**src/source/power_domain_ctrl.sv**
```systemverilog
// Power switch, isolation and reset sequencing for one switchable domain
// Assumes the switch acknowledge is low again before the next power-up
`timescale 1ns/1ns

module power_domain_ctrl (
  input  logic clk_i,
  input  logic rst_n_i,
  input  logic domain_en_i,
  output logic switch_o,
  input  logic switch_ack_i,
  output logic iso_o,
  output logic domain_rst_n_o,
  output logic power_good_o
);

  typedef enum logic [1:0] {
    PD_OFF, PD_WAIT_ACK, PD_ISO_RELEASE, PD_ON
  } pd_state_e;

  pd_state_e state_q;
  pd_state_e state_d;
  logic      switch_q;
  logic      iso_q;
  logic      on_q;

  // Power-down goes back through WAIT_ACK so the switch opens after isolation
  always_comb begin
    state_d = state_q;
    case (state_q)
      PD_OFF: if (domain_en_i) state_d = PD_WAIT_ACK;
      PD_WAIT_ACK: begin
        if (!domain_en_i) begin
          state_d = PD_OFF;
        end else if (switch_ack_i) begin
          state_d = PD_ISO_RELEASE;
        end
      end
      PD_ISO_RELEASE: state_d = domain_en_i ? PD_ON : PD_WAIT_ACK;
      PD_ON: if (!domain_en_i) state_d = PD_WAIT_ACK;
      default: state_d = PD_OFF;
    endcase
  end

  // Outputs registered from the next state, glitch free for the domain reset
  always_ff @(posedge clk_i or negedge rst_n_i) begin
    if (!rst_n_i) begin
      state_q  <= PD_OFF;
      switch_q <= 1'b0;
      iso_q    <= 1'b1;
      on_q     <= 1'b0;
    end else begin
      state_q  <= state_d;
      switch_q <= (state_d != PD_OFF);
      iso_q    <= (state_d inside {PD_OFF, PD_WAIT_ACK});
      on_q     <= (state_d == PD_ON);
    end
  end

  assign switch_o       = switch_q;
  assign iso_o          = iso_q;
  assign domain_rst_n_o = on_q;
  assign power_good_o   = on_q;

endmodule

```
**config.mk**
```make
export PLATFORM = sky130hd
export DESIGN_NAME = power_domain_ctrl
export DESIGN_NICKNAME = d
export VERILOG_FILES = /design/src/source/power_domain_ctrl.sv
export SDC_FILE = /design/constraint.sdc
export NUM_CORES = 1
export LEC_CHECK = 0
export CAP_MARGIN = 20
export CORE_AREA = 5 5 42 44
export CTS_CLUSTER_SIZE = 40
export DETAILED_ROUTE_END_ITERATION = 10
export DIE_AREA = 0 0 47 49
export DONT_BUFFER_PORTS = 1
export GPL_TIMING_DRIVEN = 0
export PLACE_DENSITY = 0.3
export SYNTH_ARGS = -nofsm -noshare
export SYNTH_HDL_FRONTEND = slang
export SYNTH_SLANG_ARGS = --single-unit
```
**constraint.sdc**
```tcl
create_clock -name clk_i -period 1.15 [get_ports clk_i]
set_clock_uncertainty 0.05 [all_clocks]
set_input_delay 0.0575 -clock clk_i [delete_from_list [all_inputs] [get_ports clk_i]]
set_output_delay 0.0575 -clock clk_i [all_outputs]
set_load 0.05 [all_outputs]
```
-- After elaboration in Yosys (flattened, before gate mapping)
Index checks and enable logic that the tools add are counted.
- eq/ne operators: 5
- mux-type cells: 6
- reduce and logical (&&, ||, !) cells: 4
- operators by type and width (kind ; number):
    2-to-1 mux 2 bit ; 5
    one-hot mux 2 bit (4 select lines) ; 1
    == test 2 bit, second input constant ; 3
    == test 2 x 1 -> 1 bit, second input constant ; 2
    zero test 2 bit ; 2
    nonzero test 2 bit ; 2
- flip-flop bits (word level): 5
- output and inout port bits: 4

-- Depth between registers and ports, before layout
- depth after elaboration: 5
- mapped depth: 2
- depth with buffers taken out: 2

-- Worst setup path after synthesis
OpenSTA, ideal clock, no wires.
- path kind: register -> output
- start: register on_q (netlist: domain_rst_n_o)
- end: output port power_good_o
- arrival time: 0.886 ns
- required time: 1.043 ns
- cell stages (with the launch flop): 2
- slack: 0.156 ns
- cells stage by stage: dfrtp_1 buf_4
- RTL lines (element ; RTL line ; source):
    start, declared ; 24 ; logic on_q;
    start signal, assigned ; 55 ; on_q <= (state_d == PD_ON);
    end, declared ; 13 ; output logic power_good_o
No word-level cell between the ends.

-- Worst setup path in the final report
- start: register on_q (netlist: domain_rst_n_o)
- end: output port power_good_o
No word-level cell between the ends.

==> impl_metrics.ini <==
[clocking]
cts-root-buf = clkbuf_4
cts_sinks = 5
ctsHtreeMaxLevel = 1
clk_pin_slew_ps = 40
cts_buffers = 3
cts_tree = done
clk_latency_ps = 230
cts_buffer_depth = 2

[floorplanning]
fp.dieH_um = 49
die_x_um = 47
start_util_pct = 12.77
core.rowCount = 14
die-area_mm2 = 0.002303
coreArea_mm2 = 0.001401
io_pins = 8

[placed_design]
io_buffers = 0
dp_cells = 29
gp_congestion = 0.5913
pre_cts_slack_ps = 136.3

[worst_setup_path]
crit_buf_inv = 1
endpoint_kind = output pin
cp_max_fo = 2
startpoint_type = register
max_stage_delay_ps = 520
path_cells = buf_6
critPathSlowestCell = dfrtp_2
critPathArrivalTime_ps = 970
crit_family = flip-flops
path_class = reg2out
critPathRequiredTime_ps = 1040

[cells_and_area]
drive_gt1_share_pct = 35.00
layout.cells.non_filler = 36
finalNetCount = 25
final_cell_mix = clkbuf_4, dlygate4sd3_1, dfrtp_1
fill_cells = 160
antenna_cells = 0
syn_to_final_growth_pct = 45.45

[synth]
synth_nets = 17
ys_seq_area_share_pct = 70.63
synth-seq-cells = 5
synth_adder_area_share_pct = 0
synthCells = 13
synth_compound_gate_area_share_pct = 11.19
synth.distinct_cells = 10
synth_top_family_by_area = simple AND/OR/NAND/NOR gates
syn_area_um2 = 178.9
synth_mux_area_share_pct = 0
synth_xor_area_share_pct = 0
syn_area_per_cell_um2 = 13.76
ys_warn_count = 0
yosys.area_share.simple_pct = 13.99

[run_status]
status = finished clean

[route]
postRouteAntennaNets = 0
wl_per_cell_um = 8.806
drc_errors = 0
first_pass_iters = 1
avgViaCountPerCell = 3.139
vias = 113
drtIter0Drc = 0
wl_um = 317

[timing]
final_max_slew_viol_count = 0
fmax_mhz = 929.8
rsz0062_at_grt = false
setup-tns-final_ps = 0
fin_crit_sh_pct = 93.52
report.final.setup_viol = 0
finalHoldViolations = 0
whs_ps = 62.07
tightest_slew_ps = 440.6
period_needed_ps = 1075
final.setup.worst_slack_ps = 74.55
slew_headroom_pct = 70.64

[pwr]
p_leak_uw = 0.0001145
p_per_area_mw_per_mm2 = 1813
power_uw = 471.9
peakVddDrop_mv = 0.7154

[grt]
grt.overflow.total = 0
grt_pass1_vias = 136
antenna_found_initial = 0
grt_pass1_wl_um = 517
grtUsageTotal_pct = 3.822
grt_max_degree = 6

[flow_run]
maxCapViolCount = 0

[worst_hold_path]
hp-class = in2async
## per-stage QoR
step	util (%)	cell area [um2]
3_5_place_dp	14.20	198.9
4_1_cts	18.30	256.5
3_3_place_gp	14.20	198.9
5_1_grt	18.57	260.3
6_report	18.57	260.3
2_1_floorplan	-	178.9
## state kept, by name, indices dropped and copies added, names as in the netlist
signal and flops:
state_q 2, domain_rst_n_o 1, iso_o 1, switch_o 1
## final cells by class
cell class / count / area [um2] / area share [%]
Buffer: 1 / 11.26 / 4.327
Sequential cell: 5 / 127.6 / 49.04
Tap cell: 16 / 20.02 / 7.692
Multi-Input combinational cell: 7 / 45.04 / 17.31
Clock buffer: 4 / 26.28 / 10.10
Timing Repair Buffer: 3 / 30.03 / 11.54
## synthesized netlist by cell type
| cell type | count | area, um2 |
|---|---|---|
| dfrtp_1 | 4 | 100.1 |
| a21o_1 | 1 | 7.510 |
| and2_1 | 1 | 6.260 |
| and2_4 | 1 | 8.760 |
| buf_4 | 1 | 7.510 |
| dfstp_2 | 1 | 26.28 |
| nand2_1 | 1 | 3.750 |
| o21a_1 | 1 | 7.510 |
| o21ai_1 | 1 | 5.000 |
| or2_1 | 1 | 6.260 |
## power breakdown
part           switching [uW]  internal (uW)  total [uW]
Combinational            19.1           22.0        41.1
Clock                    68.2            131         199
Sequential               37.4            194         232
## worst register-to-register path, stage by stage, from the launching register on
cell     delay [ps]
dfrtp_1         370
and2_4          140
o21a_1          160
## final timing paths
kind / from / end / slack [ps] / depth (start not counted)
hold reg to reg: state_q[1] / iso_o / 430 / 1
min in group clk_i: state_q[1] / iso_o / 430 / 1
setup reg to reg: state_q[0] / state_q[1] / 320 / 2
setup / recovery: domain_rst_n_o / power_good_o / 70 / 1
hold / removal: rst_n_i / switch_o / 60 / 1
max in group asynchronous: rst_n_i / iso_o / 730 / 1
## what timing repair did
action,in CTS,in global routing
buffers inserted,0,0
resized for setup,1,1
endpoints found under the setup margin,1,1
hold endpoints to repair,10,0
cloned,0,0
hold buffers,3,0
## cells by family after synthesis
| family | count (synthesis) |
|---|---|
| AOI/OAI and AO/OA | 3 |
| buffers and inverters | 1 |
| DFF | 5 |
| and+or+nand+nor | 4 |
## per-layer routing
| layer | track usage [%] | wire length (um) |
|---|---|---|
| met4 | 1.382 | 0 |
| met1 | 3.571 | 140 |
| met5 | 0 | 0 |
| met2 | 3.620 | 101 |
| met3 | 7.011 | 75 |
Power figures use the tool's default switching activity.
