$ cat src/source/cgra_pkg.sv
// Shared types and constants for the accelerator subsystem
// The SRAM is word addressed and ADDR_W must equal log2 of MEM_WORDS
package cgra_pkg;

  localparam int DATA_W    = 32;
  localparam int ADDR_W    = 8;
  localparam int MEM_WORDS = 256;
  localparam int REG_AW    = 5;
  localparam int LEN_W     = ADDR_W + 1;

  // Register map, byte offsets
  localparam logic [REG_AW-1:0] REG_CTRL   = 5'h00;
  localparam logic [REG_AW-1:0] REG_SRC_A  = 5'h04;
  localparam logic [REG_AW-1:0] REG_SRC_B  = 5'h08;
  localparam logic [REG_AW-1:0] REG_DST    = 5'h0C;
  localparam logic [REG_AW-1:0] REG_LEN    = 5'h10;
  localparam logic [REG_AW-1:0] REG_STATUS = 5'h14;
  localparam logic [REG_AW-1:0] REG_INT_EN = 5'h18;
  localparam logic [REG_AW-1:0] REG_PWR    = 5'h1C;

  // Bit positions inside the registers
  localparam int CTRL_START_BIT  = 0;
  localparam int CTRL_OP_LSB     = 1;
  localparam int STAT_BUSY_BIT   = 0;
  localparam int STAT_DONE_BIT   = 1;
  localparam int STAT_PGOOD_BIT  = 2;
  localparam int ENABLE_BIT      = 0;

  typedef struct packed {
    logic              req;
    logic              we;
    logic [ADDR_W-1:0] addr;
    logic [DATA_W-1:0] wdata;
  } obi_req_t;

  typedef struct packed {
    logic              gnt;
    logic              rvalid;
    logic [DATA_W-1:0] rdata;
  } obi_resp_t;

  typedef struct packed {
    logic              valid;
    logic              write;
    logic [REG_AW-1:0] addr;
    logic [DATA_W-1:0] wdata;
  } reg_req_t;

  typedef struct packed {
    logic [DATA_W-1:0] rdata;
    logic              error;
    logic              ready;
  } reg_rsp_t;

  typedef enum logic [1:0] {
    OP_ADD = 2'd0,
    OP_SUB = 2'd1,
    OP_MUL = 2'd2,
    OP_XOR = 2'd3
  } cgra_op_e;

  typedef struct packed {
    cgra_op_e          op;
    logic [ADDR_W-1:0] src_a;
    logic [ADDR_W-1:0] src_b;
    logic [ADDR_W-1:0] dst;
    logic [LEN_W-1:0]  len;
  } kernel_cfg_t;

endpackage

$ cat src/source/cgra_kernel_engine.sv
// Kernel sequencer for the accelerator, C[i] = A[i] op B[i]
// One memory access in flight at a time, so an element takes 5 cycles or more
// Pointers wrap at the end of the SRAM
`timescale 1ns/1ns

module cgra_kernel_engine (
  input  logic                  clk_i,
  input  logic                  rst_n_i,
  input  cgra_pkg::kernel_cfg_t cfg_i,
  input  logic                  start_i,
  output logic                  busy_o,
  output logic                  done_o,
  output cgra_pkg::obi_req_t    obi_req_o,
  input  cgra_pkg::obi_resp_t   obi_resp_i
);
  import cgra_pkg::*;

  typedef enum logic [2:0] {
    ST_IDLE, ST_REQ_A, ST_WAIT_A, ST_REQ_B, ST_WAIT_B, ST_WRITE, ST_DONE
  } state_e;

  state_e            state_q;
  state_e            state_d;
  cgra_op_e          op_q;
  logic [ADDR_W-1:0] a_ptr_q;
  logic [ADDR_W-1:0] b_ptr_q;
  logic [ADDR_W-1:0] c_ptr_q;
  logic [LEN_W-1:0]  remain_q;
  logic [DATA_W-1:0] opa_q;
  logic [DATA_W-1:0] res_q;
  logic              accept;
  logic              stored;

  function automatic logic [DATA_W-1:0] alu_f(input cgra_op_e op,
                                              input logic [DATA_W-1:0] a,
                                              input logic [DATA_W-1:0] b);
    case (op)
      OP_ADD:  alu_f = a + b;
      OP_SUB:  alu_f = a - b;
      OP_MUL:  alu_f = a * b;
      default: alu_f = a ^ b;
    endcase
  endfunction

  assign accept = (state_q == ST_IDLE) && start_i;
  assign stored = (state_q == ST_WRITE) && obi_resp_i.gnt;

  always_comb begin
    state_d = state_q;
    case (state_q)
      ST_IDLE:   if (start_i) state_d = (cfg_i.len == '0) ? ST_DONE : ST_REQ_A;
      ST_REQ_A:  if (obi_resp_i.gnt) state_d = ST_WAIT_A;
      ST_WAIT_A: if (obi_resp_i.rvalid) state_d = ST_REQ_B;
      ST_REQ_B:  if (obi_resp_i.gnt) state_d = ST_WAIT_B;
      ST_WAIT_B: if (obi_resp_i.rvalid) state_d = ST_WRITE;
      ST_WRITE:  if (obi_resp_i.gnt) state_d = (remain_q == 1) ? ST_DONE : ST_REQ_A;
      default:   state_d = ST_IDLE;
    endcase
  end

  always_ff @(posedge clk_i or negedge rst_n_i) begin
    if (!rst_n_i) begin
      state_q  <= ST_IDLE;
      remain_q <= '0;
    end else begin
      state_q <= state_d;
      if (accept) begin
        remain_q <= cfg_i.len;
      end else if (stored) begin
        remain_q <= remain_q - 1'b1;
      end
    end
  end

  always_ff @(posedge clk_i) begin
    if (accept) begin
      op_q    <= cfg_i.op;
      a_ptr_q <= cfg_i.src_a;
      b_ptr_q <= cfg_i.src_b;
      c_ptr_q <= cfg_i.dst;
    end else if (stored) begin
      a_ptr_q <= a_ptr_q + 1'b1;
      b_ptr_q <= b_ptr_q + 1'b1;
      c_ptr_q <= c_ptr_q + 1'b1;
    end
    if (state_q == ST_WAIT_A && obi_resp_i.rvalid) begin
      opa_q <= obi_resp_i.rdata;
    end
    if (state_q == ST_WAIT_B && obi_resp_i.rvalid) begin
      res_q <= alu_f(op_q, opa_q, obi_resp_i.rdata);
    end
  end

  // Fields stay put until the grant since they only depend on state
  always_comb begin
    obi_req_o = '0;
    case (state_q)
      ST_REQ_A: begin
        obi_req_o.req  = 1'b1;
        obi_req_o.addr = a_ptr_q;
      end
      ST_REQ_B: begin
        obi_req_o.req  = 1'b1;
        obi_req_o.addr = b_ptr_q;
      end
      ST_WRITE: begin
        obi_req_o.req   = 1'b1;
        obi_req_o.we    = 1'b1;
        obi_req_o.addr  = c_ptr_q;
        obi_req_o.wdata = res_q;
      end
      default: ;
    endcase
  end

  assign busy_o = (state_q != ST_IDLE);
  assign done_o = (state_q == ST_DONE);

endmodule

$ cat config.mk
export PLATFORM = sky130hd
export DESIGN_NAME = cgra_kernel_engine
export DESIGN_NICKNAME = d
export VERILOG_FILES = /design/src/source/cgra_pkg.sv /design/src/source/cgra_kernel_engine.sv
export SDC_FILE = /design/constraint.sdc
export NUM_CORES = 2
export LEC_CHECK = 0
export BUFFER_PORTS_ARGS = -buffer_cell sky130_fd_sc_hd__buf_2
export CAP_MARGIN = 25
export CORE_AREA = 2 2 192 194
export DETAILED_ROUTE_END_ITERATION = 10
export DIE_AREA = 0 0 194 196
export HOLD_SLACK_MARGIN = 0.06
export PLACE_DENSITY = 0.83
export SLEW_MARGIN = 15
export SYNTH_ARGS = -nofsm -noshare
export SYNTH_HDL_FRONTEND = slang
export SYNTH_SLANG_ARGS = --single-unit
export TNS_END_PERCENT = 100
$ cat constraint.sdc
create_clock -name clk_i -period 14.5 [get_ports clk_i]
set_input_delay 1.45 -clock clk_i [delete_from_list [all_inputs] [get_ports clk_i]]
set_output_delay 1.45 -clock clk_i [all_outputs]
set_load 0.02 [all_outputs]
# Word-level counts from Yosys, hierarchy flattened
# Cells that the tools add are included.
# Widths: inputs -> output; s select.
[word_totals] register_bits=102 word_cells=64
[classes] addsub=6 mul=1 n_eq_ne=15 n_mux=22 bitwise_logic=1 n_reduce_logical=11
[op_table] operator="$pmux 32 s3" count=1
[op_table] operator="$mux 8" count=6
[op_table] operator="$add 32x32->32" count=1
[op_table] operator="$mul 32x32->32" count=1
[op_table] operator="$mux 32" count=1
[op_table] operator="$sub 32x32->32" count=1
[op_table] operator="$xor 32x32->32" count=1
[op_table] operator="$add 8x1->8 const B" count=3
[op_table] operator="$mux 3" count=8
[op_table] operator="$pmux 8 s3" count=1
[op_table] operator="$mux 9" count=2
[op_table] operator="$pmux 3 s6" count=1
[op_table] operator="$ne 2x2->1 const B" count=6
[op_table] operator="$eq 3x3->1 const B" count=3
[op_table] operator="$eq 9x1->1 const B" count=1
[op_table] operator="$logic_not 9->1" count=1
[op_table] operator="$sub 9x1->9 const B" count=1
[op_table] operator="$eq 3x2->1 const B" count=2
[op_table] operator="$reduce_and 6->1" count=1
[op_table] operator="$logic_and 1x1->1" count=4
[op_table] operator="$eq 3x1->1 const B" count=1
[op_table] operator="$logic_not 3->1" count=1
[op_table] operator="$reduce_bool 3->1" count=1
[op_table] operator="$reduce_or 3->1" count=1
[op_table] operator="5 further kinds" count=6

# Longest topological paths before layout
[logic_depth] word_depth=4 ltp_mapped=28 ltp_nobuf=26

# Least setup slack after synthesis
# OpenSTA, ideal clock, no wires.
[synth_timing] kind="input to register" start="in obi_resp_i[8] (netlist name)" end="reg res_q[29], data pin" setup_ns=0.259 t_arrival_ns=8.218 slack_ns=6.023 path_stages=27 path_cell_list="clkbuf_1 buf_1 nand2_1 fa_1 inv_1 fa_1 fa_1 inv_1 fa_1 inv_1 fa_1 inv_1 fa_1 inv_1 fa_1 fa_1 ha_1 a211o_1 a211oi_1 nor4b_1 a211o_1 o31ai_1 and3_1 o41ai_2 xor2_1 a21oi_1 or2_1"
[synth_via] elab_chain_cells=2
[synth_rtl] element="from (decl)" line="cgra_kernel_engine.sv:14" rtl="input cgra_pkg::obi_resp_t obi_resp_i"
[synth_rtl] element="$mul 32x32->32 (tied with other cells)" line="cgra_kernel_engine.sv:40" rtl="OP_MUL: alu_f = a * b;"
[synth_rtl] element="$pmux 32 s3 (*)" line="cgra_kernel_engine.sv:37" rtl="case (op)"
[synth_rtl] element="to (signal assigned)" line="cgra_kernel_engine.sv:90" rtl="res_q <= alu_f(op_q, opa_q, obi_resp_i.rdata);"
[synth_rtl] element="to (decl)" line="cgra_kernel_engine.sv:30" rtl="logic [DATA_W-1:0] res_q;"
# Every way passes the cells marked *; elsewhere a longest branch is shown, timed or not.
# A chain may end at the register's enable or synchronous reset.

# Worst setup path after layout
[layout_timing] start="in obi_resp_i[9] (netlist name)" end="reg res_q[29], data pin"
# Same word-level chain as after synthesis.

==> results.sh <==
export IMPL_worst_slack_ps=5730
export IMPL_pre_cts_ws_ps=5440
export IMPL_instances_no_fill=3022
export IMPL_cp_num_buf_inv=5
export IMPL_wl_per_cell_um=21.3
export IMPL_cts_buffer_depth=2
export IMPL_syn_area_per_cell_um2=9.13
export IMPL_rsz0062_at_grt="false"
export IMPL_dieArea_um2=38000
export IMPL_ios=116
export IMPL_start_util=0.642
export IMPL_yosysWarnings=0
export IMPL_ys_types=68
export IMPL_dieWidth_um=194
export IMPL_h_tree_depth=3
export IMPL_diodes=0
export IMPL_synthTopCellsByArea="fa_1 (35%), edfxtp_1 (12%), ha_1 (9.5%)"
export IMPL_die_h_um=196
export IMPL_cts_made_buffers=9
export IMPL_status="finished, final reports clean"
export IMPL_async_flop_share=0.118
export IMPL_cts_root_buf="clkbuf_16"
export IMPL_critical_path_class="in2reg"
export IMPL_max_freq_mhz=114
export IMPL_finalClockSkew_ps=15.0
export IMPL_antenna_found_initial=2
export IMPL_synth_top_cell_by_area="fa_1"
export IMPL_post_route_min_period_ps=8770
export IMPL_synth_seq_cells=102
export IMPL_finalSetupTns_ps=0
export IMPL_grt_util_all_layers=0.353
export IMPL_finalCritPeriodShare=0.605
export IMPL_fin_util=0.674
export IMPL_rows=70
export IMPL_core_area_um2=36100
export IMPL_clock_latency_ps=380
export IMPL_max_stage_delay_ps=570
export IMPL_ys_seq_area_frac=0.130
export IMPL_drt_iter0_drc=1551
export IMPL_gp_congestion=1.01
export IMPL_grt_pass1_wl_um=104000
export IMPL_fill_cells=2836
export IMPL_crit_fanout=28
export IMPL_antenna_left=0
export IMPL_grt_remaining_overflow=0
export IMPL_cp_data_required_time_ps=14630
export IMPL_crit_family="adder cells"
export IMPL_vias_per_cell=6.01
export IMPL_synth_edf_count=90
export IMPL_cp_arrival_ps=8910
export IMPL_synth_top_cell_area_share=0.354
export IMPL_drive_gt1_frac=0.0693
export IMPL_cts_tree="built"
export IMPL_grt_pass1_vias=19500
export IMPL_syn_num_nets=3194
export IMPL_wirelength_um=64500
export IMPL_final_nets=3206
export IMPL_dp_hpwl_um=49200
export IMPL_netlist_area_um2=23200
export IMPL_ctsHoldBuffers=0
export IMPL_hold_viol=0
export IMPL_area_growth_synth_to_final_pct=5.05
export IMPL_numPortBuffers=115
export IMPL_hold_path_class="reg2reg"
export IMPL_drv_slew=0
export IMPL_setup_viol_count_final=0
export IMPL_drc=0
export IMPL_clock_sinks=102
export IMPL_grt_max_degree=68
export IMPL_cpMostUsedCell="fa_1"
export IMPL_cts_reportedPaths_clkPinSlew_ps=90
export IMPL_synth_cells=2537
export IMPL_firstDrtPassIters=6
export IMPL_drv_cap=0
export IMPL_worst_pin_slew_ps=1160
export IMPL_synth_top_flop_cell="edfxtp_1"
export IMPL_end_kind="register"
export IMPL_post_cts_resized=0
export IMPL_start_kind="input pin"
export IMPL_timing_slew_headroom=0.224
export IMPL_crit_slowest_cell="buf_2"
export IMPL_vias=18200
export IMPL_placedCellCount=3005
export IMPL_post_cts_buffers=0
routing by layer:
metal	up-vias	GRT usage	routed length (um)
met5	-	0	11
met4	2	0.171	3570
met3	246	0.0572	6050
met2	981	0.585	30500
met1	9000	0.457	24300
li1	7931	-	-
final cells by class:
cell class | instances | area (um2) | area share
Multi-Input combinational cell | 1890 | 18100 | 0.745
Sequential cell | 102 | 3000 | 0.123
Inverter | 405 | 1520 | 0.0625
Timing Repair Buffer | 141 | 798 | 0.0328
Tap cell | 468 | 586 | 0.0241
Clock buffer | 9 | 225 | 0.00926
Clock inverter | 7 | 81.3 | 0.00334
layout by cell type, fill, tap and decap left out, types with 7 or more instances in the layout:
| master | instances |
|---|---|
| a211oi_1 | 10 |
| a21boi_0 | 8 |
| a21o_1 | 27 |
| a21oi_1 | 71 |
| a31oi_1 | 7 |
| and2_1 | 304 |
| and3_1 | 44 |
| buf_2 | 115 |
| buf_4 | 24 |
| clkbuf_16 | 9 |
| dfrtp_1 | 12 |
| edfxtp_1 | 90 |
| fa_1 | 409 |
| ha_1 | 176 |
| inv_1 | 404 |
| mux2i_1 | 15 |
| nand2_1 | 310 |
| nand2b_1 | 16 |
| nand3_1 | 28 |
| nor2_1 | 67 |
| nor3_1 | 19 |
| o211ai_1 | 12 |
| o21a_1 | 10 |
| o21ai_0 | 90 |
| o31ai_1 | 9 |
| xnor2_1 | 112 |
| xor2_1 | 57 |
flip-flops by register name, indices dropped and copies added, names as in the netlist:
name / cells
remain_q: 9
state_q: 3
b_ptr_q: 8
opa_q: 32
a_ptr_q: 8
res_q: 32
c_ptr_q: 8
op_q: 2
Yosys cell counts (4+ instances only):
master and number:
o31a_1 5, a211oi_1 10, nand3_1 28, or2_2 4
or3_1 6, edfxtp_1 90, a31oi_1 7, o32ai_1 5
nand2_1 310, buf_1 5, and3_1 44, xnor2_1 112
clkbuf_1 134, dfrtp_1 12, o2111ai_1 4, xor2_1 57
o31ai_1 9, a21o_1 27, o22ai_1 5, inv_1 404
mux2i_1 15, fa_1 409, o21a_1 10, o21ai_0 90
nor2b_1 7, o21bai_1 5, a21oi_1 71, a21boi_0 8
and2_1 304, nor3_1 21, nand4_1 4, nand2b_1 16
ha_1 176, o211ai_1 12, nor2_1 67
per-stage QoR:
stage	cell area (um2)	hold slack, ps
3_5_place_dp	24000	499
2_1_floorplan	23200	472
3_3_place_gp	24000	497
6_report	24300	529
4_1_cts	24300	520
5_1_grt	24300	551
path summary, 6_finish.rpt:
| path | cells past startpoint | from | slack, ps | endpoint |
|---|---|---|---|---|
| min in group asynchronous | 1 | rst_n_i | 940 | remain_q[3] |
| hold reg to reg | 1 | remain_q[6] | 530 | remain_q[6] |
| max in group asynchronous | 1 | rst_n_i | 13330 | remain_q[5] |
| setup reg to reg | 24 | opa_q[12] | 6240 | res_q[29] |
| setup / recovery | 25 | obi_resp_i[9] | 5730 | res_q[29] |
| hold / removal | 1 | remain_q[6] | 530 | remain_q[6] |
cell families after synthesis:
kind of cell             share of synthesized area
XOR/XNOR                                    0.0646
buffers and inverters                       0.0887
AND/OR/NAND/NOR                              0.183
flip-flops                                   0.130
AO/OA/AOI/OAI                               0.0786
adder cells (fa/ha/maj)                      0.449
multiplexers                               0.00697
Power is not shown: default switching activity piles up to over one toggle a cycle in this logic, so the estimate is an artifact.
