<file path="config.mk">
export PLATFORM = sky130hd
export DESIGN_NAME = cgra_ctrl_regs
export DESIGN_NICKNAME = d
export VERILOG_FILES = /design/src/source/cgra_pkg.sv /design/src/source/cgra_ctrl_regs.sv
export SDC_FILE = /design/constraint.sdc
export NUM_CORES = 1
export LEC_CHECK = 0
export ABC_AREA = 0
export BUFFER_PORTS_ARGS = -buffer_cell sky130_fd_sc_hd__buf_2
export CORE_MARGIN = 2
export CORE_UTILIZATION = 33
export DETAILED_ROUTE_END_ITERATION = 8
export MAX_ROUTING_LAYER = met4
export PLACE_DENSITY = 0.61
export SLEW_MARGIN = 40
export SYNTH_ARGS = -nofsm -noshare
export SYNTH_HDL_FRONTEND = slang
export SYNTH_SLANG_ARGS = --single-unit
</file>
<file path="constraint.sdc">
create_clock -name clk_i -period 4.62 [get_ports clk_i]
set_input_delay 0.693 -clock clk_i [delete_from_list [all_inputs] [get_ports clk_i]]
set_output_delay 0.693 -clock clk_i [all_outputs]
set_load 0.01 [all_outputs]
</file>
<file path="src/source/cgra_pkg.sv">
// Shared types and constants for the accelerator subsystem
// The SRAM is word addressed and ADDR_W must equal log2 of MEM_WORDS
package cgra_pkg;

  localparam int DATA_W    = 32;
  localparam int ADDR_W    = 8;
  localparam int MEM_WORDS = 256;
  localparam int REG_AW    = 5;
  localparam int LEN_W     = ADDR_W + 1;

  // Register map, byte offsets
  localparam logic [REG_AW-1:0] REG_CTRL   = 5'h00;
  localparam logic [REG_AW-1:0] REG_SRC_A  = 5'h04;
  localparam logic [REG_AW-1:0] REG_SRC_B  = 5'h08;
  localparam logic [REG_AW-1:0] REG_DST    = 5'h0C;
  localparam logic [REG_AW-1:0] REG_LEN    = 5'h10;
  localparam logic [REG_AW-1:0] REG_STATUS = 5'h14;
  localparam logic [REG_AW-1:0] REG_INT_EN = 5'h18;
  localparam logic [REG_AW-1:0] REG_PWR    = 5'h1C;

  // Bit positions inside the registers
  localparam int CTRL_START_BIT  = 0;
  localparam int CTRL_OP_LSB     = 1;
  localparam int STAT_BUSY_BIT   = 0;
  localparam int STAT_DONE_BIT   = 1;
  localparam int STAT_PGOOD_BIT  = 2;
  localparam int ENABLE_BIT      = 0;

  typedef struct packed {
    logic              req;
    logic              we;
    logic [ADDR_W-1:0] addr;
    logic [DATA_W-1:0] wdata;
  } obi_req_t;

  typedef struct packed {
    logic              gnt;
    logic              rvalid;
    logic [DATA_W-1:0] rdata;
  } obi_resp_t;

  typedef struct packed {
    logic              valid;
    logic              write;
    logic [REG_AW-1:0] addr;
    logic [DATA_W-1:0] wdata;
  } reg_req_t;

  typedef struct packed {
    logic [DATA_W-1:0] rdata;
    logic              error;
    logic              ready;
  } reg_rsp_t;

  typedef enum logic [1:0] {
    OP_ADD = 2'd0,
    OP_SUB = 2'd1,
    OP_MUL = 2'd2,
    OP_XOR = 2'd3
  } cgra_op_e;

  typedef struct packed {
    cgra_op_e          op;
    logic [ADDR_W-1:0] src_a;
    logic [ADDR_W-1:0] src_b;
    logic [ADDR_W-1:0] dst;
    logic [LEN_W-1:0]  len;
  } kernel_cfg_t;

endpackage

</file>
<file path="src/source/cgra_ctrl_regs.sv">
// Always-on control registers of the accelerator
// Responses are combinational with ready tied high and unmapped writes are dropped
// A start is taken only while the engine is idle and the domain is powered
`timescale 1ns/1ns

module cgra_ctrl_regs (
  input  logic                  clk_i,
  input  logic                  rst_n_i,
  input  cgra_pkg::reg_req_t    reg_req_i,
  output cgra_pkg::reg_rsp_t    reg_rsp_o,
  output cgra_pkg::kernel_cfg_t cfg_o,
  output logic                  start_o,
  input  logic                  busy_i,
  input  logic                  done_i,
  input  logic                  power_good_i,
  output logic                  domain_en_o,
  output logic                  irq_o
);
  import cgra_pkg::*;

  kernel_cfg_t       cfg_q;
  logic              start_q;
  logic              done_q;
  logic              int_en_q;
  logic              pwr_en_q;
  logic              irq_q;
  logic              wr_en;
  logic              hit;
  logic [DATA_W-1:0] rdata;

  assign wr_en = reg_req_i.valid & reg_req_i.write;

  always_ff @(posedge clk_i or negedge rst_n_i) begin
    if (!rst_n_i) begin
      cfg_q    <= '0;
      start_q  <= 1'b0;
      done_q   <= 1'b0;
      int_en_q <= 1'b0;
      pwr_en_q <= 1'b0;
      irq_q    <= 1'b0;
    end else begin
      start_q <= 1'b0;
      irq_q   <= done_q & int_en_q;
      if (done_i) begin
        done_q <= 1'b1;
      end
      if (wr_en) begin
        case (reg_req_i.addr)
          REG_CTRL: begin
            cfg_q.op <= cgra_op_e'(reg_req_i.wdata[CTRL_OP_LSB +: 2]);
            // Pending pulse also counts as busy
            start_q  <= reg_req_i.wdata[CTRL_START_BIT] & ~busy_i & ~start_q & power_good_i;
          end
          REG_SRC_A: cfg_q.src_a <= reg_req_i.wdata[ADDR_W-1:0];
          REG_SRC_B: cfg_q.src_b <= reg_req_i.wdata[ADDR_W-1:0];
          REG_DST:   cfg_q.dst <= reg_req_i.wdata[ADDR_W-1:0];
          REG_LEN:   cfg_q.len <= reg_req_i.wdata[LEN_W-1:0];
          REG_STATUS: begin
            // A new done in the same cycle wins over the clear
            if (reg_req_i.wdata[STAT_DONE_BIT] && !done_i) begin
              done_q <= 1'b0;
            end
          end
          REG_INT_EN: int_en_q <= reg_req_i.wdata[ENABLE_BIT];
          REG_PWR:    pwr_en_q <= reg_req_i.wdata[ENABLE_BIT];
          default: ;
        endcase
      end
    end
  end

  always_comb begin
    rdata = '0;
    hit   = 1'b1;
    case (reg_req_i.addr)
      REG_CTRL:   rdata[CTRL_OP_LSB +: 2] = cfg_q.op;
      REG_SRC_A:  rdata[ADDR_W-1:0] = cfg_q.src_a;
      REG_SRC_B:  rdata[ADDR_W-1:0] = cfg_q.src_b;
      REG_DST:    rdata[ADDR_W-1:0] = cfg_q.dst;
      REG_LEN:    rdata[LEN_W-1:0] = cfg_q.len;
      REG_STATUS: begin
        rdata[STAT_BUSY_BIT]  = busy_i;
        rdata[STAT_DONE_BIT]  = done_q;
        rdata[STAT_PGOOD_BIT] = power_good_i;
      end
      REG_INT_EN: rdata[ENABLE_BIT] = int_en_q;
      REG_PWR:    rdata[ENABLE_BIT] = pwr_en_q;
      default:    hit = 1'b0;
    endcase
  end

  assign reg_rsp_o.rdata = rdata;
  assign reg_rsp_o.error = reg_req_i.valid & ~hit;
  assign reg_rsp_o.ready = 1'b1;

  assign cfg_o       = cfg_q;
  assign start_o     = start_q;
  assign domain_en_o = pwr_en_q;
  assign irq_o       = irq_q;

endmodule

</file>
== Word level (Yosys, flattened, before mapping) ==
Index checks and enable logic that the tools add are counted.
Operators by class
  equality and inequality tests: 7
  bitwise logic cells: 9
  mux-type cells: 11
  reduce and logical (&&, ||, !) cells: 11
Operator list (count)
  5-bit equality test (second input constant): 4
  5-bit case mux with 4 select lines: 1
  2-bit AND reduction: 7
  2-bit case mux with 6 select lines: 1
  5-bit by 4-bit equality test with 1-bit output (second input constant): 2
  1-bit 2-to-1 mux: 8
  8-bit OR reduction: 1
  1-bit case mux with 7 select lines: 1
  1-bit AND: 6
  5-bit by 3-bit equality test with 1-bit output (second input constant): 1
  5-bit zero test: 1
  1-bit inverter: 3
  1-bit logical AND: 1
  1-bit zero test: 1
Word-level totals
  flip-flop bits (word level): 40
  output and inout port bits: 72
  input bits: 44

== Depth between registers and ports, before layout ==
Gate-level depths: netlist of the first run.
  depth after elaboration: 6
  depth in mapped cells: 5

== Worst setup path before layout of the first run ==
Ideal clock, no wire load.
  kind: input to output
  from: input port reg_req_i[34] (netlist bit)
  to: output port reg_rsp_o[5] (netlist bit)
  data required time: 3.927 ns
  setup slack: 1.970 ns
  path buffers: 1
  cell stages on the path: 4
  data arrival time: 1.957 ns
  cells stage by stage: clkbuf_1 > nor3b_1 > nand3_1 > nand4_1
RTL lines
  from (decl): line cgra_ctrl_regs.sv:9  | input cgra_pkg::reg_req_t reg_req_i,
  to (decl): line cgra_ctrl_regs.sv:10  | output cgra_pkg::reg_rsp_t reg_rsp_o,

==> results of run 1 <==
## power groups by stage
stage | Sequential [mW] | Combinational [mW] | Clock, mW
2_1_floorplan | 0.450 | 0.0968 | 0
4_1_cts | 0.428 | 0.185 | 0.229
3_5_place_dp | 0.435 | 0.184 | 0
6_report | 0.427 | 0.182 | 0.221
5_1_grt | 0.435 | 0.199 | 0.242
3_3_place_gp | 0.434 | 0.181 | 0
## layer usage
layer  vias up  global-route usage  share of wire
met3         5             0.02918          0.047
met1       777              0.1990           0.48
met4         0             0.03896          0.011
met2        55              0.2244           0.47
met5         -                   -              0
li1        762                   -              -
## final timing paths
kind	from	end	slack, ns	cells past startpoint
max in group asynchronous	rst_n_i	cfg_o[31]$_DFFE_PN0P_	3.88	1
min in group clk_i	start_o$_DFF_PN0_	start_o$_DFF_PN0_	0.43	1
worst max-delay path	reg_req_i[34]	reg_rsp_o[3]	1.83	5
worst max register to register	cfg_o[17]$_DFFE_PN0P_	cfg_o[17]$_DFFE_PN0P_	3.84	1
worst min-delay path	rst_n_i	cfg_o[33]$_DFFE_PN0P_	0.37	1
worst min register to register	start_o$_DFF_PN0_	start_o$_DFF_PN0_	0.43	1
## metrics by stage
| step | hold WS (ns) | power, mW |
|---|---|---|
| 3_5_place_dp | 0.4152 | 0.6191 |
| 6_report | 0.3727 | 0.8297 |
| 2_1_floorplan | 0.3974 | 0.5468 |
| 4_1_cts | 0.3953 | 0.8412 |
| 5_1_grt | 0.4139 | 0.8757 |
| 3_3_place_gp | 0.4154 | 0.6142 |
## flip-flops by register name, indices dropped and copies added, names as in the netlist
register and flops:
done_q 1, int_en_q 1, cfg_o 35, domain_en_o 1, start_o 1, irq_o 1
## kinds of logic after synthesis
family          after synthesis  synth area share
other cells                   2          0.003458
buf+inv                      33            0.1025
simple gates                 59            0.1659
mux                          44            0.2385
flops                        40            0.4608
compound gates                8           0.02881
## final cells by class
class | instances | area [um^2]
sequential | 40 | 1001
clock buffer | 6 | 72.57
tap | 77 | 96.34
fill | 622 | 3766
clock inverter | 1 | 5.005
timing repair buffer | 71 | 365.4
inverter | 1 | 3.754
multi-input combinational | 135 | 1040
## synth_stat cells (2+ instances only)
master	instances	area [um^2]
nor3_1	3	15.01
and2_1	2	12.51
mux2_4	8	120.1
conb_1	2	7.510
clkbuf_1	6	22.52
nand2_1	4	15.01
buf_4	24	180.2
mux2_2	30	337.8
nor2_1	3	11.26
nor4_1	3	18.77
dfrtp_1	40	1001
nand3_1	22	110.1
nor2b_1	2	12.51
nand2b_1	2	12.51
mux2i_1	6	60.06
nand4_1	5	31.28
or3_1	2	12.51
nor3_2	2	20.02
==> results.py, run 1 <==
metrics = {
    "logic_synthesis": {
        "postSynthRegisterBits": 40,
        "netlist-cell-type-count": 38,
        "post_synth_edffs": 0,
        "synth.avg_cell_area_um2": 11.68,
        "synth_area_mm2": 0.002172,
        "synth_instances": 186,
        "postSynth.asyncResetShare": 1.000,
        "synth.yosys.seq_area_share": 0.4608,
        "yosysWarnings": 0,
        "synth_ff_type": "dfrtp_1",
    },
    "floorplanning": {
        "die_width_um": 85.13,
        "rows": 29,
        "start_util": 0.3421,
        "fp.dieH_um": 85.13,
        "design.die.area_mm2": 0.007247,
        "boundaryPins": 116,
        "design.core.area_mm2": 0.006350,
    },
    "placed_design": {
        "placed_cells_incl_taps": 323,
        "preCtsSetupSlack_ns": 1.647,
        "globalplace.congestion": 0.7354,
        "post_dp_area_mm2": 0.002496,
        "io_buffers": 68,
        "detailedPlacementHpwl_um": 3674,
    },
    "detailed_routing": {
        "detail_route.wirelength_um": 5094,
        "detail-route-antenna-nets": 0,
        "avgRoutedWirePerCell_um": 15.39,
        "routed_via_density": 4.831,
        "drt_first_iter_violations": 84,
        "post-route-drc-count": 0,
        "drt_pre_antenna_iters": 4,
        "route.vias.total": 1599,
    },
    "critical_path": {
        "path_cells": "buf_2 -> or3b_1 -> or3_1 -> o311ai_0 -> buf_2",
        "endpoint_kind": "output port",
        "path_class": "in2out",
        "critical-path-top-cell-by-count": "buf_2",
        "worst_path_max_delay_cell": "or3b_1",
        "crit_family": "simple AND/OR/NAND/NOR gates",
        "cpPeakStageDelay_ns": 0.50,
        "startpoint_type": "primary input",
        "worstPathRequired_ns": 3.93,
        "cp_data_arrival_time_ns": 2.10,
        "cp.buffers_inverters": 2,
        "timing.critical_path.fanout_max": 13,
    },
    "power_and_ir_drop": {
        "switching_power_mw": 0.2460,
        "clockPowerShare": 0.266,
        "power.share.switching": 0.2966,
        "p_comb_frac": 0.219,
        "internal_power_mw": 0.5836,
        "vdd_drop_max_v": 0.0001546,
        "power.density_mw_per_mm2": 321.1,
        "cellLeakagePower_nw": 1.366,
        "sequentialPowerShare": 0.515,
    },
    "clock_tree": {
        "clock_sink_count": 40,
        "clk-insertion-delay-late_ns": 0.29,
        "clk_transition_reported_paths_ns": 0.08,
        "cts_htree_levels": 2,
        "postCtsSetupBuffers": 0,
        "tritoncts": "built",
        "cts_resized": 0,
        "clock_tree_root_buffer_cell": "clkbuf_8",
        "cts-root-to-sink-buffers": 2,
        "holdBufCountCts": 0,
        "cts-buffers-inserted": 5,
    },
    "timing": {
        "timing.clock.skew_ns": 0.0001145,
        "slew_viol_final": 0,
        "grt_setup_unrepaired": "no",
        "max-slew-margin-rel": 0.4943,
        "fin_tns_setup_ns": 0,
        "timing.final.hold_violations": 0,
        "finalWorstPathRequiredPeriod_ns": 2.791,
        "timing.fmax_mhz": 358.3,
        "actual_transition_at_the_worst_max_transition_pin_ns": 0.7544,
        "setup_slack_ns": 1.829,
        "finalCritPeriodShare": 0.6040,
        "finalSetupViolCount": 0,
    },
    "cells_and_area": {
        "antenna_cells_inserted": 0,
        "post_synthesis_to_final_layout_area_growth_pct": 18.95,
        "final_area_mm2": 0.002584,
        "drive_gt1_frac": 0.4803,
        "finish.utilization": 0.4069,
        "most-common-layout-cells": "67 x buf_2, 40 x dfrtp_1, 30 x mux2_2, 24 x conb_1, 22 x nand3_1",
        "layoutNonFillerInstCount": 331,
        "fin_nets": 298,
        "most_common_library_cell_in_the_layout_ignoring_fill_and_taps": "buf_2",
    },
    "global_route": {
        "grt_util_all_layers": 0.1465,
        "grt_pass1_wl_um": 8038,
        "grt_antenna_before_repair": 0,
        "grt_max_degree": 41,
        "overflow": 0,
        "via_count_of_the_first_global_routing_pass": 1511,
    },
    "worst_hold_path": {
        "holdCritPathClass": "in2async",
    },
    "flow_run": {
        "drv_cap": 0,
    },
    "status": {
        "outcome": "finished clean",
    },
}
(Power assumes the default switching activity.)
==> run 2: changes to the inputs <==
--- a/config.mk
+++ b/config.mk
@@ -5,13 +5,13 @@
 export SDC_FILE = /design/constraint.sdc
 export NUM_CORES = 1
 export LEC_CHECK = 0
-export ABC_AREA = 0
+export ABC_AREA = 1
 export BUFFER_PORTS_ARGS = -buffer_cell sky130_fd_sc_hd__buf_2
 export CORE_MARGIN = 2
 export CORE_UTILIZATION = 33
 export DETAILED_ROUTE_END_ITERATION = 8
 export MAX_ROUTING_LAYER = met4
-export PLACE_DENSITY = 0.61
+export PLACE_DENSITY = 0.63
 export SLEW_MARGIN = 40
 export SYNTH_ARGS = -nofsm -noshare
 export SYNTH_HDL_FRONTEND = slang
==> constraint.sdc (replaced) <==
create_clock -name clk_i -period 2.3 [get_ports clk_i]
set_input_delay 0.345 -clock clk_i [delete_from_list [all_inputs] [get_ports clk_i]]
set_output_delay 0.345 -clock clk_i [all_outputs]
set_load 0.01 [all_outputs]
==> results.py, run 2 <==
metrics = {
    "status": {
        "outcome": "finished clean",
    },
    "logic_synthesis": {
        "ys_top_cells_by_count": "94 x nand2_1, 40 x dfrtp_1, 31 x nand3_1",
        "synth.avg_cell_area_um2": 7.805,
        "post_synth_edffs": 0,
        "synth_top_area_share": 0.4422,
        "synth_area_leaders": "dfrtp_1 44%, nand2_1 16%, buf_4 9.0%",
        "postSynth.asyncResetShare": 1.000,
        "synth_area_mm2": 0.002263,
        "post-synth-top-count-cell": "nand2_1",
        "synth_instances": 290,
        "postSynthRegisterBits": 40,
        "yosys.area.top_type": "dfrtp_1",
        "netlist-cell-type-count": 20,
        "yosysWarnings": 0,
        "synth_ff_type": "dfrtp_1",
        "synth.yosys.seq_area_share": 0.4422,
    },
    "timing": {
        "setup_slack_ns": 0.4989,
        "actual_transition_at_the_worst_max_transition_pin_ns": 0.5393,
        "finalCritPeriodShare": 0.7831,
        "finalWorstPathRequiredPeriod_ns": 1.801,
        "timing.clock.skew_ns": 0.0001258,
        "timing.fmax_mhz": 555.2,
        "timing.final.hold_violations": 0,
        "fin_tns_setup_ns": 0,
        "finalSetupViolCount": 0,
        "slew_viol_final": 0,
        "max-slew-margin-rel": 0.6401,
        "grt_setup_unrepaired": "no",
    },
    "clock_tree": {
        "clk_transition_reported_paths_ns": 0.08,
        "cts_htree_levels": 2,
        "cts_resized": 0,
        "clk-insertion-delay-late_ns": 0.30,
        "clock_sink_count": 40,
        "clock_tree_root_buffer_cell": "clkbuf_8",
        "cts-buffers-inserted": 5,
        "cts-root-to-sink-buffers": 2,
        "tritoncts": "built",
    },
    "worst_hold_path": {
        "holdCritPathClass": "in2reg",
    },
    "critical_path": {
        "path_class": "in2out",
        "endpoint_kind": "output port",
        "worstPathRequired_ns": 1.96,
        "cp_data_arrival_time_ns": 1.46,
        "startpoint_type": "primary input",
        "timing.critical_path.fanout_max": 14,
    },
    "floorplanning": {
        "rows": 30,
        "design.die.area_mm2": 0.007538,
        "die_width_um": 86.82,
        "boundaryPins": 116,
        "start_util": 0.3369,
        "fp.dieH_um": 86.82,
        "design.core.area_mm2": 0.006719,
    },
    "placed_design": {
        "globalplace.congestion": 0.9126,
        "io_buffers": 68,
        "detailedPlacementHpwl_um": 4693,
        "preCtsSetupSlack_ns": 0.5083,
    },
    "detailed_routing": {
        "routed_via_density": 4.841,
        "post-route-drc-count": 0,
        "detail_route.wirelength_um": 6080,
        "drt_first_iter_violations": 165,
        "avgRoutedWirePerCell_um": 13.85,
        "detail-route-antenna-nets": 0,
        "route.vias.total": 2125,
        "drt_pre_antenna_iters": 4,
    },
    "power_and_ir_drop": {
        "cellLeakagePower_nw": 1.572,
        "power.density_mw_per_mm2": 642.0,
        "vdd_drop_max_v": 0.0003893,
    },
    "cells_and_area": {
        "finish.utilization": 0.3991,
        "fillers": 710,
        "most_common_library_cell_in_the_layout_ignoring_fill_and_taps": "nand2_1",
        "fin_nets": 402,
        "antenna_cells_inserted": 0,
        "drive_gt1_frac": 0.2674,
        "most-common-layout-cells": "94 x nand2_1, 68 x buf_2, 40 x dfrtp_1, 31 x nand3_1, 27 x o21ai_0",
        "post_synthesis_to_final_layout_area_growth_pct": 18.46,
        "max_reg_flops": 35,
    },
    "global_route": {
        "grt_pass1_wl_um": 9708,
        "grt_max_degree": 32,
        "grt_util_all_layers": 0.1703,
        "overflow": 0,
        "via_count_of_the_first_global_routing_pass": 1912,
        "grt_antenna_before_repair": 0,
    },
    "flow_run": {
        "drv_cap": 0,
    },
}
-- run 2: repair_timing --
action                                 CTS  global route
buffers inserted                         0             0
setup endpoints to repair                0             0
endpoints found under the hold margin   13             0
hold buffers                             1             0
-- run 2: critical path: stages --
cell	delay, ns
buf_2	0.16
inv_2	0.14
nand2_1	0.11
nor2_4	0.28
nand2_1	0.10
nand2_1	0.08
inv_1	0.04
nand2_1	0.06
buf_2	0.13
-- run 2: report_power, final --
part	switching (mW)	total (mW)	internal [mW]
Sequential	0.0676	0.859	0.792
Combinational	0.229	0.352	0.124
Clock	0.267	0.510	0.243
-- run 2: worst paths after layout --
path	cells after the start	slack, ns	end	start
setup / recovery	9	0.50	reg_rsp_o[3]	reg_req_i[36]
hold / removal	3	0.23	done_q$_DFF_PN0_	done_i
setup reg to reg	3	1.49	start_o$_DFF_PN0_	start_o$_DFF_PN0_
hold reg to reg	2	0.50	cfg_o[16]$_DFFE_PN0P_	cfg_o[16]$_DFFE_PN0P_
max in group asynchronous	3	1.18	cfg_o[2]$_DFFE_PN0P_	rst_n_i
min in group asynchronous	2	0.45	cfg_o[15]$_DFFE_PN0P_	rst_n_i
-- run 2: cells by family (layout without fill, tap and decap cells) --
| group | after synthesis | count (layout) | share of synthesized area |
|---|---|---|---|
| compound gates | 30 | 30 | 0.06633 |
| buf+inv | 51 | 98 | 0.1387 |
| flops | 40 | 40 | 0.4422 |
| other cells | 2 | 24 | 0.003318 |
| simple gates | 167 | 167 | 0.3494 |
-- run 2: cell type report --
type / instances / area, um^2 / area share
clock buffer: 6 / 82.58 / 0.03080
clock inverter: 2 / 15.01 / 0.005600
inverter: 15 / 56.30 / 0.02100
multi-input combinational: 221 / 1031 / 0.3845
sequential: 40 / 1001 / 0.3733
tap: 80 / 100.1 / 0.03733
timing repair buffer: 75 / 395.4 / 0.1475
-- run 2: stage by stage --
stage | std cells | hold slack, ns | power, mW | instance area, um^2
3_3_place_gp | 430 | 0.2473 | 1.221 | 2574
3_5_place_dp | 430 | 0.2511 | 1.230 | 2574
4_1_cts | 439 | 0.2352 | 1.740 | 2681
2_1_floorplan | 312 | 0.04941 | 1.078 | 2346
6_report | 439 | 0.2303 | 1.721 | 2681
5_1_grt | 439 | 0.2396 | 1.835 | 2681
-- run 2: metal layers --
layer / global-route usage / share of wire
met1: 0.2240 / 0.44
met2: 0.2630 / 0.46
met3: 0.04857 / 0.097
met4: 0.03551 / 0.0048
met5: - / 0
